$ cat config.mk
export PLATFORM = sky130hd
export DESIGN_NAME = rv_csr_file
export DESIGN_NICKNAME = d
export VERILOG_FILES = /design/src/rtl/rv_pkg.sv /design/src/rtl/rv_csr_file.sv
export SDC_FILE = /design/constraint.sdc
export NUM_CORES = 1
export LEC_CHECK = 0
export ABC_CLOCK_PERIOD_IN_PS = 1700
export BUFFER_PORTS_ARGS = -buffer_cell sky130_fd_sc_hd__buf_4
export CORE_MARGIN = 3
export CORE_UTILIZATION = 43
export DETAILED_ROUTE_END_ITERATION = 16
export PLACE_DENSITY = 0.7
export SETUP_SLACK_MARGIN = 0.1
export SLEW_MARGIN = 40
export SYNTH_ARGS = -nofsm -noshare
export SYNTH_HDL_FRONTEND = slang
export SYNTH_SLANG_ARGS = --single-unit
$ cat constraint.sdc
create_clock -name clk -period 1.7 [get_ports clk]
set_input_delay 0.085 -clock clk [delete_from_list [all_inputs] [get_ports clk]]
set_output_delay 0.085 -clock clk [all_outputs]
set_load 0.005 [all_outputs]
$ cat src/rtl/rv_pkg.sv
package rv_pkg;

	localparam int XLEN = 32;

	// ******************************
	// Encodings
	// ******************************
	localparam logic [6:0] OP_LUI    = 7'b0110111;
	localparam logic [6:0] OP_AUIPC  = 7'b0010111;
	localparam logic [6:0] OP_JAL    = 7'b1101111;
	localparam logic [6:0] OP_JALR   = 7'b1100111;
	localparam logic [6:0] OP_BRANCH = 7'b1100011;
	localparam logic [6:0] OP_STORE  = 7'b0100011;
	localparam logic [6:0] OP_IMM    = 7'b0010011;
	localparam logic [6:0] OP_REG    = 7'b0110011;
	localparam logic [6:0] OP_SYSTEM = 7'b1110011;

	localparam logic [XLEN-1:0] INST_ECALL  = 32'h0000_0073;
	localparam logic [XLEN-1:0] INST_EBREAK = 32'h0010_0073;
	localparam logic [XLEN-1:0] INST_MRET   = 32'h3020_0073;

	localparam logic [11:0] CSR_MTVEC    = 12'h305;
	localparam logic [11:0] CSR_MSCRATCH = 12'h340;
	localparam logic [11:0] CSR_MEPC     = 12'h341;
	localparam logic [11:0] CSR_MCAUSE   = 12'h342;

	localparam logic [XLEN-1:0] CAUSE_ECALL_M = 32'd11;

	typedef enum logic [2:0] {
		CLASS_R,
		CLASS_I,
		CLASS_U,
		CLASS_J,
		CLASS_B,
		CLASS_CSR,
		CLASS_SYSTEM
	} inst_class_t;

	typedef enum logic [3:0] {
		ALU_ADD,
		ALU_SUB,
		ALU_SLL,
		ALU_SLT,
		ALU_SLTU,
		ALU_XOR,
		ALU_SRL,
		ALU_SRA,
		ALU_OR,
		ALU_AND,
		ALU_PASS_B
	} alu_op_t;

	// Same order as funct3[1:0] of csrrw/csrrs/csrrc
	typedef enum logic [1:0] {
		CSR_NONE,
		CSR_WRITE,
		CSR_SET,
		CSR_CLEAR
	} csr_op_t;

	// ******************************
	// Shared structs
	// ******************************
	typedef struct packed {
		logic [4:0]      rs1;
		logic [4:0]      rs2;
		logic [4:0]      rd;
		logic [2:0]      funct3;
		logic [XLEN-1:0] imm;
		inst_class_t     cls;
		alu_op_t         alu_op;
		csr_op_t         csr_op;
		logic [11:0]     csr_addr;
		logic            reg_wen;
		logic            use_imm;
		logic            use_pc;
		logic            is_branch;
		logic            is_jal;
		logic            is_jalr;
		logic            is_ecall;
		logic            is_mret;
		logic            is_ebreak;
	} decoded_inst_t;

	typedef struct packed {
		logic            take;
		logic [XLEN-1:0] target;
	} redirect_t;

endpackage

$ cat src/rtl/rv_csr_file.sv
`timescale 1ns/1ps

module rv_csr_file import rv_pkg::*; (
	input  logic            clk,
	input  logic            reset,
	input  logic            valid,
	input  decoded_inst_t   dec,
	input  logic [XLEN-1:0] pc,
	input  logic [XLEN-1:0] src1,
	output logic [XLEN-1:0] csr_rdata,
	output redirect_t       csr_redirect
);

	logic [XLEN-1:0] mtvec;
	logic [XLEN-1:0] mepc;
	logic [XLEN-1:0] mcause;
	logic [XLEN-1:0] mscratch;
	logic [XLEN-1:0] csr_new;
	logic            csr_wen;

	always_comb begin
		case (dec.csr_addr)
			CSR_MTVEC: csr_rdata = mtvec;
			CSR_MEPC: csr_rdata = mepc;
			CSR_MCAUSE: csr_rdata = mcause;
			CSR_MSCRATCH: csr_rdata = mscratch;
			default: csr_rdata = '0;
		endcase
	end

	// Read-modify-write value
	always_comb begin
		case (dec.csr_op)
			CSR_WRITE: csr_new = src1;
			CSR_SET: csr_new = csr_rdata | src1;
			CSR_CLEAR: csr_new = csr_rdata & ~src1;
			default: csr_new = csr_rdata;
		endcase
	end

	assign csr_wen = valid && (dec.csr_op != CSR_NONE);

	always_ff @(posedge clk) begin
		if (reset) begin
			mtvec <= '0;
			mepc <= '0;
			mcause <= '0;
			mscratch <= '0;
		end else if (valid && dec.is_ecall) begin
			mepc <= pc;
			mcause <= CAUSE_ECALL_M;
		end else if (csr_wen) begin
			case (dec.csr_addr)
				CSR_MTVEC: mtvec <= csr_new;
				CSR_MEPC: mepc <= csr_new;
				CSR_MCAUSE: mcause <= csr_new;
				CSR_MSCRATCH: mscratch <= csr_new;
				default: ;
			endcase
		end
	end

	assign csr_redirect.take = dec.is_ecall || dec.is_mret;
	assign csr_redirect.target = dec.is_ecall ? mtvec : mepc;

endmodule

==> Word-level counts from Yosys, hierarchy flattened <==
Cells that the tools add are included.
{ "word_totals": {"word_cells": 38, "n_memories": 0, "ramBits": 0, "latchBits": 0, "out_inout_bits": 65, "mem_bits_ro": 0, "register_bits": 128} }
{ "classes": {"div": 0, "bitwise": 4, "n_mul": 0, "n_eq_ne": 7, "n_mux": 9, "reduce_logical": 13, "add_sub_neg": 0, "n_shift": 0, "magnitude_cmp": 0} }
{ "op_table": {"columns": ["op", "n"], "rows": [
  ["32-bit 2-to-1 mux", 4],
  ["32-bit one-hot mux with 4 select lines", 1],
  ["32-bit one-hot mux with 3 select lines", 1],
  ["12-bit by 10-bit == test with 1-bit output, second input constant", 4],
  ["32-bit AND", 1],
  ["32-bit inverter", 1],
  ["32-bit bitwise OR", 1],
  ["4-bit 2-to-1 mux", 3],
  ["2-bit nonzero test", 4],
  ["2-bit AND reduction", 3],
  ["3-bit AND reduction", 2],
  ["2-bit == test, second input constant", 2],
  ["2-bit by 1-bit == test with 1-bit output, second input constant", 1],
  ["1-bit logical AND", 2],
  ["2-bit OR reduction", 1],
  ["1-bit logical OR", 1],
  ["1-bit inverter", 1]
]} }

==> Depth between registers and ports, before layout <==
Gate-level depths: netlist of the first run.
{ "depth": {"depth_word": 7, "ltp_mapped": 9, "ltp_nobuf": 5} }

==> Worst setup path before layout of the first run <==
No wires, ideal clock.
{ "synth_path": {"path_kind": "input-to-reg", "start": "input dec[20] (netlist name)", "end": "register mcause[17]", "required_ns": 1.630, "path_stages": 8, "arrival_time_ns": 1.779, "path_buffers": 3, "setup_time_ns": 0.070, "setup_slack_ns": -0.150, "cell_sequence": "or4bb_1 -> clkbuf_1 -> nor3_4 -> and2_1 -> buf_2 -> buf_2 -> o211ai_1 -> a21oi_1"} }
{ "synth_via": {"elab_chain_len": 4, "word_cells_on_any_way": 9, "cone_classes": "eq/ne: 4; mux: 2; bitwise: 2; reduce/logical: 1"} }
{ "synth_lines": {"columns": ["item", "line_no", "rtl"], "rows": [
  ["start: declaration", "rv_csr_file.sv:7", "input decoded_inst_t dec,"],
  ["12-bit by 10-bit == test with 1-bit output, on equally long branches", "rv_csr_file.sv:22, rv_csr_file.sv:53", null],
  ["32-bit one-hot mux with 4 select lines", "rv_csr_file.sv:22", "case (dec.csr_addr)"],
  ["32-bit AND or 32-bit bitwise OR (tied branches)", "rv_csr_file.sv:36, rv_csr_file.sv:35", null],
  ["32-bit one-hot mux with 3 select lines", "rv_csr_file.sv:33", "case (dec.csr_op)"],
  ["end signal: assignment", "rv_csr_file.sv:56", "CSR_MCAUSE: mcause <= csr_new;"],
  ["end: declaration", "rv_csr_file.sv:16", "logic [XLEN-1:0] mcause;"]
]} }
Several ways; a longest one is shown, not always the timed one.
A chain may end at the register's enable or synchronous reset.

==> Final worst setup path of the first run <==
{ "layout_path": {"start": "input dec[12] (netlist name)", "end": "register mscratch[14]"} }
{ "layout_via": {"elab_chain_len": 4, "word_cells_on_any_way": 9, "cone_classes": "eq/ne: 4; mux: 2; bitwise: 2; reduce/logical: 1"} }
{ "layout_lines": {"columns": ["item", "line_no", "rtl"], "rows": [
  ["12-bit by 10-bit == test with 1-bit output, on equally long branches", "rv_csr_file.sv:22, rv_csr_file.sv:53", null],
  ["32-bit one-hot mux with 4 select lines", "rv_csr_file.sv:22", null],
  ["32-bit AND or 32-bit bitwise OR (tied branches)", "rv_csr_file.sv:36, rv_csr_file.sv:35", null],
  ["32-bit one-hot mux with 3 select lines", "rv_csr_file.sv:33", null],
  ["end signal: assignment", "rv_csr_file.sv:57", "CSR_MSCRATCH: mscratch <= csr_new;"],
  ["end: declaration", "rv_csr_file.sv:17", "logic [XLEN-1:0] mscratch;"]
]} }
Several ways; a longest one is shown, not always the timed one.

==> impl_summary.txt, run 1 <==
----------------------------------------------------
[Pwr]
  Sw Pwr ... 2.184 mW
  Combinational group share of total power ... 16.4%
  Leak pwr ... 4.931 nW
  Total Power Consumption ... 7.741 mW
  Switching share of power ... 28.21%
  Clock network fraction of total power ... 43.9%
  Worst voltage drop across the vdd grid ... 0.6640 mV
  Part of the total power dissipated in sequential elements ... 39.8%
  Pint ... 5.558 mW
  Total power per unit cell area ... 607.7 mW/mm^2

[Clocking]
  Clock buffers created by TritonCTS ... 17
  Clock Tree Buf Depth ... 2
  Root Driver ... sky130_fd_sc_hd__clkbuf_16
  Clock tree from TritonCTS ... built
  CTS H-tree depth ... 4
  Insertion delay of the later-clocked pin in the worst-skew pair ... 0.43 ns
  Clock slew at the register clock pins of the worst setup and hold paths ... 0.06 ns
  Num Clock Sinks ... 128

[Yosys]
  Number of enable flip-flop cells after synthesis ... 0
  Register bit count reported by yosys ... 128
  Proportion of netlist area held by the largest area contributor ... 30.78%
  Net count after synthesis ... 1213
  Synthesized area ... 0.008324 sq mm
  Count of unique library cells instantiated by Yosys ... 58
  Main area contributors after synthesis ... sky130_fd_sc_hd__dfxtp_1, sky130_fd_sc_hd__nand2_1, sky130_fd_sc_hd__mux2_2
  Share of flip-flops with an asynchronous set or reset after synthesis ... 0%
  Per-instance average area after synthesis ... 7.809 sq um
  Warnings, synthesis ... 0
  Cell type contributing the most total cell area after synthesis ... sky130_fd_sc_hd__dfxtp_1
  Most instantiated flip-flop cell in the synthesis netlist ... sky130_fd_sc_hd__dfxtp_1
  Post-Syn Instances ... 1066
  Share of the yosys chip area belonging to registers ... 30.78%

[Floorplan]
  Floorplan Core Area ... 0.01883 sq mm
  Horiz. Die Dim ... 145.1 um
  Number of placement rows ... 50
  IO Pins ... 212
  Die span in y ... 145.1 um
  Die area ... 0.02106 sq mm
  Effective utilization at floorplan ... 44.21%

[Hold path]
  Tightest Hold Check Type ... in2reg
  Cells on Worst Hold Path ... 3

[Timing]
  Final Cycle Share ... 102.1%
  Post-Route Skew ... 0.007140 ns
  Post-layout worst setup margin ... -0.03583 ns
  Transition time at the pin with the least slew margin ... 0.7104 ns
  Final-report setup violation count ... 12
  Post-Route Hold Slack ... 0.005226 ns
  Unrepaired setup endpoints after global routing ... yes
  Final hold violation count ... 0
  Count of final max-slew check failures ... 0
  Minimum period implied by the final worst setup slack ... 1.736 ns
  Max transition margin ... 52.21%
  Timing-limited maximum frequency ... 0.5761 GHz

[Layout]
  Net total in the final layout ... 1480
  Most common library cell in the layout ignoring fill and taps ... sky130_fd_sc_hd__buf_4
  Area Growth Syn to Fin ... 53.04%
  ANT cells ... 0
  Fill count ... 1485
  Highest-count cells in the layout ignoring fill and taps ... sky130_fd_sc_hd__buf_4, sky130_fd_sc_hd__nand2_1, sky130_fd_sc_hd__dfxtp_1
  Fraction of layout instances using a drive strength above 1 ... 41.23%

[Setup path]
  Kind of capture point of the worst setup path ... flip-flop
  Critical path, cell by cell ... buf_6 > nor4_4 > buf_4 > buf_6 > buf_6 > nand3_4 > or3_4 > o41ai_2
  Slowest stage delay, CP ... 0.60 ns
  Crit path max-delay cell type ... sky130_fd_sc_hd__or3_4
  WS Path Type ... in2reg
  Cell mode on critical path ... sky130_fd_sc_hd__buf_6
  Req. time, crit path ... 2.01 ns
  Critical Path Source Type ... primary input
  Path depth of the worst reg2reg path ... 7
  Arrival time of the worst setup path ... 2.05 ns
  Largest fanout of any net on the critical path ... 29

[Routing]
  Drt first-iter violations ... 1141
  Average routed wire per standard cell ... 21.71 um
  WL final ... 34860 um
  Pre-antenna DRT Iters ... 6
  DRC errors left ... 0
  Total number of vias ... 10070
  Drt via density ... 6.273
  Remaining number of nets flagged by the antenna check after routing ... 0

[Global routing]
  Global-route track usage on met1 ... 37.33%
  Vias in the first global route ... 9361
  Met2 Usage GRT ... 49.44%
  First-pass GRT wire length ... 50560 um
  Largest net degree at the start of global routing ... 63
  Initial antenna violation count ... 0
  Met3 track utilization from global routing ... 5.059%
  Total gr overflow ... 0
  GRT Total Usage ... 29.57%
  Grt peak-use layer ... met2

[Outcome]
  Status ... finished, violations left
  Violations in the final reports ... negative setup slack

[Placed design]
  HPWL after detailed placement ... 21690 um
  Number of buffer cells added on primary ports ... 147
  Placer Congestion ... 0.8976

[Run]
  Max-cap check violation count ... 0

----------------------------------------------------
## final cells by class
type / instances / area (sq um) / area share, %
multi-input cells: 804 / 5971 / 46.87
repair buffers: 350 / 3214 / 25.23
flip-flops and latches: 128 / 2572 / 20.19
clock buffers: 22 / 474.2 / 3.722
well taps: 260 / 325.3 / 2.554
inverters: 32 / 120.1 / 0.9428
clock inverters: 10 / 62.56 / 0.4911
## flip-flops by register name (all words and copies together), names as in the netlist
name	flops
mepc	32
mscratch	32
mtvec	32
mcause	32
## stage by stage
| stage | setup WS, ns | util, % | cells | area [sq um] | setup TNS [ns] |
|---|---|---|---|---|---|
| 6_report | -0.03583 | 67.65 | 1606 | 12740 | -0.1249 |
| 5_1_grt | -0.06938 | 67.65 | 1606 | 12740 | -0.9280 |
| 4_1_cts | -0.007879 | 63.66 | 1580 | 11990 | -0.01664 |
| 3_5_place_dp | -0.3042 | 58.20 | 1516 | 10960 | -24.32 |
| 3_3_place_gp | -0.2620 | 58.20 | 1516 | 10960 | -21.62 |
| 2_1_floorplan | -0.02059 | - | 1066 | 8813 | -0.3480 |
## Yosys cell counts, types with 3 or more instances
cell / number
sky130_fd_sc_hd__a211o_1: 12
sky130_fd_sc_hd__a211oi_1: 44
sky130_fd_sc_hd__o22ai_1: 3
sky130_fd_sc_hd__a32o_1: 26
sky130_fd_sc_hd__a32oi_1: 15
sky130_fd_sc_hd__nand2_1: 165
sky130_fd_sc_hd__a21oi_1: 105
sky130_fd_sc_hd__nand4_1: 20
sky130_fd_sc_hd__a21boi_0: 6
sky130_fd_sc_hd__nor2_1: 23
sky130_fd_sc_hd__buf_2: 22
sky130_fd_sc_hd__clkbuf_1: 71
sky130_fd_sc_hd__or2_2: 10
sky130_fd_sc_hd__o211ai_1: 55
sky130_fd_sc_hd__buf_1: 9
sky130_fd_sc_hd__nor2b_1: 4
sky130_fd_sc_hd__a221oi_1: 3
sky130_fd_sc_hd__xnor2_1: 26
sky130_fd_sc_hd__nand3b_1: 25
sky130_fd_sc_hd__a31oi_1: 3
sky130_fd_sc_hd__inv_1: 32
sky130_fd_sc_hd__mux2i_1: 26
sky130_fd_sc_hd__nand3_1: 39
sky130_fd_sc_hd__o41ai_1: 18
sky130_fd_sc_hd__o221ai_1: 15
sky130_fd_sc_hd__and2_1: 32
sky130_fd_sc_hd__o31ai_1: 5
sky130_fd_sc_hd__o21ai_0: 43
sky130_fd_sc_hd__mux2_2: 47
sky130_fd_sc_hd__dfxtp_1: 128
## metal layers
metal	part of all wire, %	vias up
li1	-	4511
met1	39	4817
met2	47	630
met3	9.5	116
met4	3.8	0
met5	0	-
## what timing repair did
action,in CTS,in global routing
resized for setup,54,87
pin swaps,26,71
setup endpoints to repair,32,96
hold buffers,7,0
endpoints found under the hold margin,7,0
buffers inserted,23,20
gates cloned,2,7
## worst max-delay path, delay by kind of cell
kind	cells	cell delay, ns
AOI/OAI and AO/OA	1	0.45
buffers and inverters	4	0.49
and+or+nand+nor	3	1.01
## kinds of logic after synthesis
| group | count (synthesis) | synth area share [%] |
|---|---|---|
| AOI/OAI and AO/OA | 362 | 29.94 |
| xor gates and xnor gates | 27 | 2.841 |
| buffers and inverters | 135 | 6.433 |
| DFF | 128 | 30.78 |
| muxes | 73 | 9.484 |
| and+or+nand+nor | 341 | 20.52 |
## power by group through the flow
stage,Clock [mW],Combinational (mW),Sequential (mW)
6_report,3.39,1.27,3.08
2_1_floorplan,0,0.618,3.13
3_5_place_dp,0,1.14,3.14
4_1_cts,3.38,1.18,3.08
5_1_grt,3.53,1.34,3.08
3_3_place_gp,0,1.12,3.14
## worst paths after layout
kind,from,endpoint,slack [ns]
max,dec[12],mscratch[14],-0.04
min,src1[19],mepc[19],0.005
min reg2reg,mscratch[12],mscratch[12],0.45
max reg2reg,mtvec[0],mcause[0],0.14
Power figures use the tool's default switching activity.
==> run 2, diff against run 1 <==
--- a/config.mk
+++ b/config.mk
@@ -7,6 +7,7 @@
 export LEC_CHECK = 0
 export ABC_CLOCK_PERIOD_IN_PS = 1700
 export BUFFER_PORTS_ARGS = -buffer_cell sky130_fd_sc_hd__buf_4
+export CORE_ASPECT_RATIO = 0.75
 export CORE_MARGIN = 3
 export CORE_UTILIZATION = 43
 export DETAILED_ROUTE_END_ITERATION = 16
==> run 2 against run 1 <==
  * Sequential power is essentially flat
  * Final area shrank 4.3%
  * Largest power group unchanged
  * Die area barely moved
  * First-iteration DRC count increased by 7.3%
  * Critical path depth down 1
  * Critical endpoint is now csr_rdata[27]
  * The run still ends with negative setup slack left
  * Global-route usage up 1.4 points
  * Sequential share of layout area up 0.94 points
==> impl_summary.txt, run 2 (synthesis gave the netlist of run 1 again) <==
----------------------------------------------------
[Floorplan]
  Horiz. Die Dim ... 166.7 um
  Number of placement rows ... 43
  Effective utilization at floorplan ... 44.46%
  Die span in y ... 126.5 um
  Die area ... 0.02108 sq mm
  IO Pins ... 212
  Floorplan Core Area ... 0.01872 sq mm

[Timing]
  Final-report setup violation count ... 6
  Final Cycle Share ... 102.3%
  Max transition margin ... 63.14%
  Final hold violation count ... 0
  Total negative setup slack ... -0.1072 ns
  Transition time at the pin with the least slew margin ... 0.5480 ns
  Unrepaired setup endpoints after global routing ... yes
  Post-Route Skew ... 0.008016 ns
  Count of final max-slew check failures ... 0
  Timing-limited maximum frequency ... 0.5752 GHz
  Minimum period implied by the final worst setup slack ... 1.738 ns
  Post-layout worst setup margin ... -0.03841 ns

[Setup path]
  Cell type group with the largest total delay on the critical path ... simple AND/OR/NAND/NOR gates
  Critical Path Source Type ... primary input
  Largest fanout of any net on the critical path ... 7
  Req. time, crit path ... 1.62 ns
  WS Path Type ... in2out
  Slowest stage delay, CP ... 0.63 ns
  Crit path max-delay cell type ... sky130_fd_sc_hd__or4_4
  Kind of capture point of the worst setup path ... output pin
  CP bufs+invs ... 4
  Cell mode on critical path ... sky130_fd_sc_hd__buf_6
  Arrival time of the worst setup path ... 1.65 ns
  Critical path, cell by cell ... buf_8 > or4_4 > buf_12 > a211o_1 > a21oi_4 > buf_6 > buf_6

[Pwr]
  Total power per unit cell area ... 655.9 mW/mm^2
  Leak pwr ... 4.720 nW
  Worst voltage drop across the vdd grid ... 0.5793 mV

[Placed design]
  Number of buffer cells added on primary ports ... 147
  HPWL after detailed placement ... 22170 um
  Placer Congestion ... 0.8851
  Placed Area ... 0.01082 sq mm

[Clocking]
  Num Clock Sinks ... 128
  Clock tree from TritonCTS ... built
  Clock slew at the register clock pins of the worst setup and hold paths ... 0.06 ns
  Insertion delay of the later-clocked pin in the worst-skew pair ... 0.42 ns
  CTS H-tree depth ... 4
  Clock Tree Buf Depth ... 2
  Root Driver ... sky130_fd_sc_hd__clkbuf_16
  Clock buffers created by TritonCTS ... 17

[Routing]
  Total number of vias ... 9822
  Pre-antenna DRT Iters ... 8
  DRC errors left ... 0
  Drt via density ... 6.329
  Drt first-iter violations ... 1224
  Remaining number of nets flagged by the antenna check after routing ... 0
  WL final ... 33740 um
  Average routed wire per standard cell ... 21.74 um

[Global routing]
  Initial antenna violation count ... 0
  Largest net degree at the start of global routing ... 62
  Vias in the first global route ... 9624
  First-pass GRT wire length ... 52700 um
  GRT Total Usage ... 30.96%
  Total gr overflow ... 0

[Layout]
  Post-route cell area ... 0.01219 sq mm
  Highest-count cells in the layout ignoring fill and taps ... sky130_fd_sc_hd__buf_4, sky130_fd_sc_hd__nand2_1, sky130_fd_sc_hd__dfxtp_1
  ANT cells ... 0
  Most common library cell in the layout ignoring fill and taps ... sky130_fd_sc_hd__buf_4
  Fraction of layout instances using a drive strength above 1 ... 37.47%
  Fill count ... 1543
  Area Growth Syn to Fin ... 46.49%
  Net total in the final layout ... 1442

[Outcome]
  Status ... finished, violations left
  Violations in the final reports ... negative setup slack

[Run]
  Max-cap check violation count ... 0

[Hold path]
  Tightest Hold Check Type ... in2reg

----------------------------------------------------
-- run 2: worst reg2reg max path: cells and delay by family, from the launching register on --
family / cells / cell delay [ns]
compound gates: 3 / 0.53
buf+inv: 3 / 0.41
flops: 1 / 0.31
simple gates: 1 / 0.20
-- run 2: stage by stage --
stage | hold WS (ns) | setup WS [ns] | cells | power [mW] | util (%)
CTS | 0.01241 | -0.06124 | 1546 | 7.937 | 63.93
detailed placement | 0.2908 | -0.3530 | 1483 | 4.288 | 57.78
global placement | 0.2868 | -0.3006 | 1483 | 4.275 | 57.78
floorplan | 0.1936 | -0.02059 | 1066 | 3.749 | -
finish | 0.02079 | -0.03841 | 1552 | 7.998 | 65.13
global route | 0.02930 | -0.06009 | 1552 | 8.212 | 65.13
-- run 2: layout make-up --
| type | instances | area (sq um) | share of cell area (%) |
|---|---|---|---|
| clock inverters | 6 | 82.58 | 0.6772 |
| flip-flops and latches | 128 | 2577 | 21.14 |
| inverters | 32 | 120.1 | 0.9850 |
| well taps | 247 | 309.0 | 2.534 |
| repair buffers | 312 | 2816 | 23.10 |
| multi-input cells | 804 | 5801 | 47.57 |
| clock buffers | 23 | 488.0 | 4.002 |
-- run 2: what timing repair did --
item                                   4_1_cts  5_1_grt
pin swaps                                   36       34
cloned                                       1        0
setup endpoints to repair                   37       60
buffers inserted                            26        6
hold buffers                                 7        0
resized for setup                           55       42
endpoints found under the hold margin        7        0
-- run 2: metal layers --
layer / vias to the layer above / part of all wire, % / routed length, um / track usage (%)
li1: 4437 / - / - / -
met1: 4623 / 43 / 14380 / 42.61
met2: 680 / 44 / 14800 / 47.29
met3: 82 / 11 / 3704 / 8.692
met4: 0 / 2.6 / 863 / 9.893
met5: - / 0 / 0 / 0
-- run 2: where the power goes --
group          internal, mW  total [mW]  switching [mW]
registers              3.05        3.08          0.0357
logic                 0.541        1.25           0.710
clock network          2.28        3.66            1.38
total                  5.87        8.00            2.13
-- run 2: worst paths after layout --
kind	slack [ns]	end	start	cells past startpoint
max	-0.04	csr_rdata[27]	dec[12]	7
min	0.02	mepc[22]	src1[22]	3
max reg2reg	0.15	mepc[20]	mepc[20]	7
min reg2reg	0.45	mcause[27]	mcause[27]	2
==> run 3, diff against run 2 <==
--- a/config.mk
+++ b/config.mk
@@ -7,11 +7,12 @@
 export LEC_CHECK = 0
 export ABC_CLOCK_PERIOD_IN_PS = 1700
 export BUFFER_PORTS_ARGS = -buffer_cell sky130_fd_sc_hd__buf_4
-export CORE_ASPECT_RATIO = 0.75
+export CORE_ASPECT_RATIO = 1.4
 export CORE_MARGIN = 3
 export CORE_UTILIZATION = 43
+export CTS_CLUSTER_SIZE = 8
 export DETAILED_ROUTE_END_ITERATION = 16
-export PLACE_DENSITY = 0.7
+export PLACE_DENSITY = 0.69
 export SETUP_SLACK_MARGIN = 0.1
 export SLEW_MARGIN = 40
 export SYNTH_ARGS = -nofsm -noshare
==> run 3 against run 2 <==
  * Critical path depth increased by 1
  * Sequential power hardly changed
  * Largest power group unchanged
  * Global-route usage about the same
  * Hold slack better by 0.0043 ns
  * Critical endpoint is now csr_rdata[12]
  * Sequential share of layout area shrank 0.41 points
  * Cell count increased by 1.5%
  * First-iteration DRC count shrank 27%
  * The run still ends with negative setup slack left
  * Flip-flop and latch count unchanged
  * Highest routed layer unchanged
==> impl_summary.txt, run 3 (synthesis gave the netlist of run 1 again) <==
----------------------------------------------------
[Outcome]
  Status ... finished, violations left
  Violations in the final reports ... negative setup slack

[Timing]
  Final hold violation count ... 0
  Post-Route Skew ... 0.005469 ns
  Post-Route Hold Slack ... 0.02505 ns
  Transition time at the pin with the least slew margin ... 0.4773 ns
  Timing-limited maximum frequency ... 0.5651 GHz
  Count of final max-slew check failures ... 0
  Final Cycle Share ... 104.1%
  Max transition margin ... 67.99%
  Minimum period implied by the final worst setup slack ... 1.770 ns
  Post-layout worst setup margin ... -0.06965 ns
  Unrepaired setup endpoints after global routing ... yes
  Final-report setup violation count ... 8

[Hold path]
  Startpoint of the most critical hold path ... src1[28]
  Tightest Hold Check Type ... in2reg
  Cells on Worst Hold Path ... 3
  Hold endpoint ... mepc[28]

[Setup path]
  WS Path Type ... in2out
  Arrival time of the worst setup path ... 1.68 ns
  Critical Path Source Type ... primary input
  CP bufs+invs ... 4
  Crit path max-delay cell type ... sky130_fd_sc_hd__or4_4
  Req. time, crit path ... 1.62 ns
  Worst flop-to-flop path startpoint ... mepc[1]
  Critical path, cell by cell ... buf_6 > or4_4 > nor3_4 > buf_6 > buf_6 > a32oi_1 > nand2_1 > buf_6
  End of the worst register-to-register path ... mcause[1]
  Kind of capture point of the worst setup path ... output pin
  Slowest stage delay, CP ... 0.59 ns
  Cell type group with the largest total delay on the critical path ... simple AND/OR/NAND/NOR gates
  Largest fanout of any net on the critical path ... 7
  Path depth of the worst reg2reg path ... 6
  Cell mode on critical path ... sky130_fd_sc_hd__buf_6
  Number of cells on the critical path ... 8
  Register-to-Register Setup Slack ... 0.11 ns

[Placed design]
  HPWL after detailed placement ... 22090 um
  Placed cell count ... 1503
  Post-placement setup slack ... -0.2844 ns
  Placer Congestion ... 0.9365
  Placed Area ... 0.01095 sq mm
  Number of buffer cells added on primary ports ... 147

[Routing]
  DRC errors left ... 0
  Pre-antenna DRT Iters ... 5
  Drt first-iter violations ... 894
  WL final ... 33380 um
  Drt via density ... 6.244
  Total number of vias ... 9835
  Average routed wire per standard cell ... 21.19 um
  Remaining number of nets flagged by the antenna check after routing ... 0

[Run]
  Max-cap check violation count ... 0

[Clocking]
  Insertion delay of the later-clocked pin in the worst-skew pair ... 0.43 ns
  Clock tree from TritonCTS ... built
  CTS H-tree depth ... 4
  Clock Tree Buf Depth ... 2
  Clock slew at the register clock pins of the worst setup and hold paths ... 0.06 ns
  Num Clock Sinks ... 128
  Clock buffers created by TritonCTS ... 17
  Root Driver ... sky130_fd_sc_hd__clkbuf_16

[Layout]
  Fraction of layout instances using a drive strength above 1 ... 38.99%
  Final standard cell count with taps included and fillers excluded ... 1575
  Fill count ... 1506
  Highest-count cells in the layout ignoring fill and taps ... sky130_fd_sc_hd__buf_4, sky130_fd_sc_hd__nand2_1, sky130_fd_sc_hd__dfxtp_1
  Final core utilization ... 65.94%
  Area of the multi-input gates ... 0.005803 sq mm
  Area Growth Syn to Fin ... 49.11%
  Net total in the final layout ... 1465
  Most common library cell in the layout ignoring fill and taps ... sky130_fd_sc_hd__buf_4
  ANT cells ... 0
  Register Area ... 0.002572 sq mm
  Post-route cell area ... 0.01241 sq mm

[Global routing]
  Vias in the first global route ... 9840
  GRT Total Usage ... 30.93%
  First-pass GRT wire length ... 51280 um
  Total gr overflow ... 0
  Initial antenna violation count ... 0
  Largest net degree at the start of global routing ... 63

[Pwr]
  Worst voltage drop across the vdd grid ... 0.6176 mV
  Leak pwr ... 4.808 nW
  Total power per unit cell area ... 707.2 mW/mm^2

[Floorplan]
  Number of placement rows ... 59
  Die span in y ... 170.6 um
  Effective utilization at floorplan ... 44.22%
  IO Pins ... 212
  Die area ... 0.02109 sq mm
  Horiz. Die Dim ... 123.6 um
  Floorplan Core Area ... 0.01882 sq mm

----------------------------------------------------
run 3: worst register-to-register path, stage by stage, from the launching register on:
cell                       delay (ns)
sky130_fd_sc_hd__dfxtp_2         0.37
sky130_fd_sc_hd__nand3b_1        0.10
sky130_fd_sc_hd__a211o_1         0.34
sky130_fd_sc_hd__a21oi_4         0.19
sky130_fd_sc_hd__buf_4           0.14
sky130_fd_sc_hd__o21ai_2         0.11
sky130_fd_sc_hd__a221oi_2        0.26
run 3: what timing repair did:
action / 4_1_cts / 5_1_grt
setup buffers: 21 / 10
pin swaps: 26 / 23
hold buffers: 8 / 0
gates resized for setup: 53 / 46
cloned: 0 / 1
hold endpoints to repair: 10 / 0
setup endpoints to repair: 35 / 88
run 3: through the flow:
| stage | power [mW] | setup TNS, ns |
|---|---|---|
| 2_1_floorplan | 3.749 | -0.3480 |
| 3_3_place_gp | 4.281 | -23.29 |
| 3_5_place_dp | 4.298 | -24.09 |
| 4_1_cts | 8.733 | -0.05233 |
| 5_1_grt | 8.993 | -0.6293 |
| 6_report | 8.778 | -0.1546 |
run 3: power breakdown:
| group | total (mW) | internal (mW) | switching (mW) |
|---|---|---|---|
| Sequential | 3.08 | 3.05 | 0.0350 |
| Clock | 4.44 | 2.98 | 1.46 |
| Combinational | 1.26 | 0.548 | 0.710 |
run 3: how the worst max path moves through the flow:
stage | start | to
finish | dec[16] | csr_rdata[12]
global route | dec[16] | csr_rdata[12]
CTS | dec[16] | csr_rdata[3]
detailed placement | dec[20] | mtvec[14]
global placement | dec[20] | mtvec[2]
floorplan | dec[16] | mtvec[12]
run 3: per-layer routing:
metal	vias up	global-route usage, %	routed length (um)
met5	-	0	0
met4	0	16.48	1598
met3	129	6.911	3125
met1	4680	36.51	12560
met2	551	51.73	16100
li1	4475	-	-
run 3: final cells by class:
class                      count  share of cell area, %
inverter                      32                 0.9677
clock buffer                  19                  3.649
tap                          244                  2.460
clock inverter                13                  2.056
multi-input combinational    803                  46.75
sequential                   128                  20.73
timing repair buffer         336                  23.39
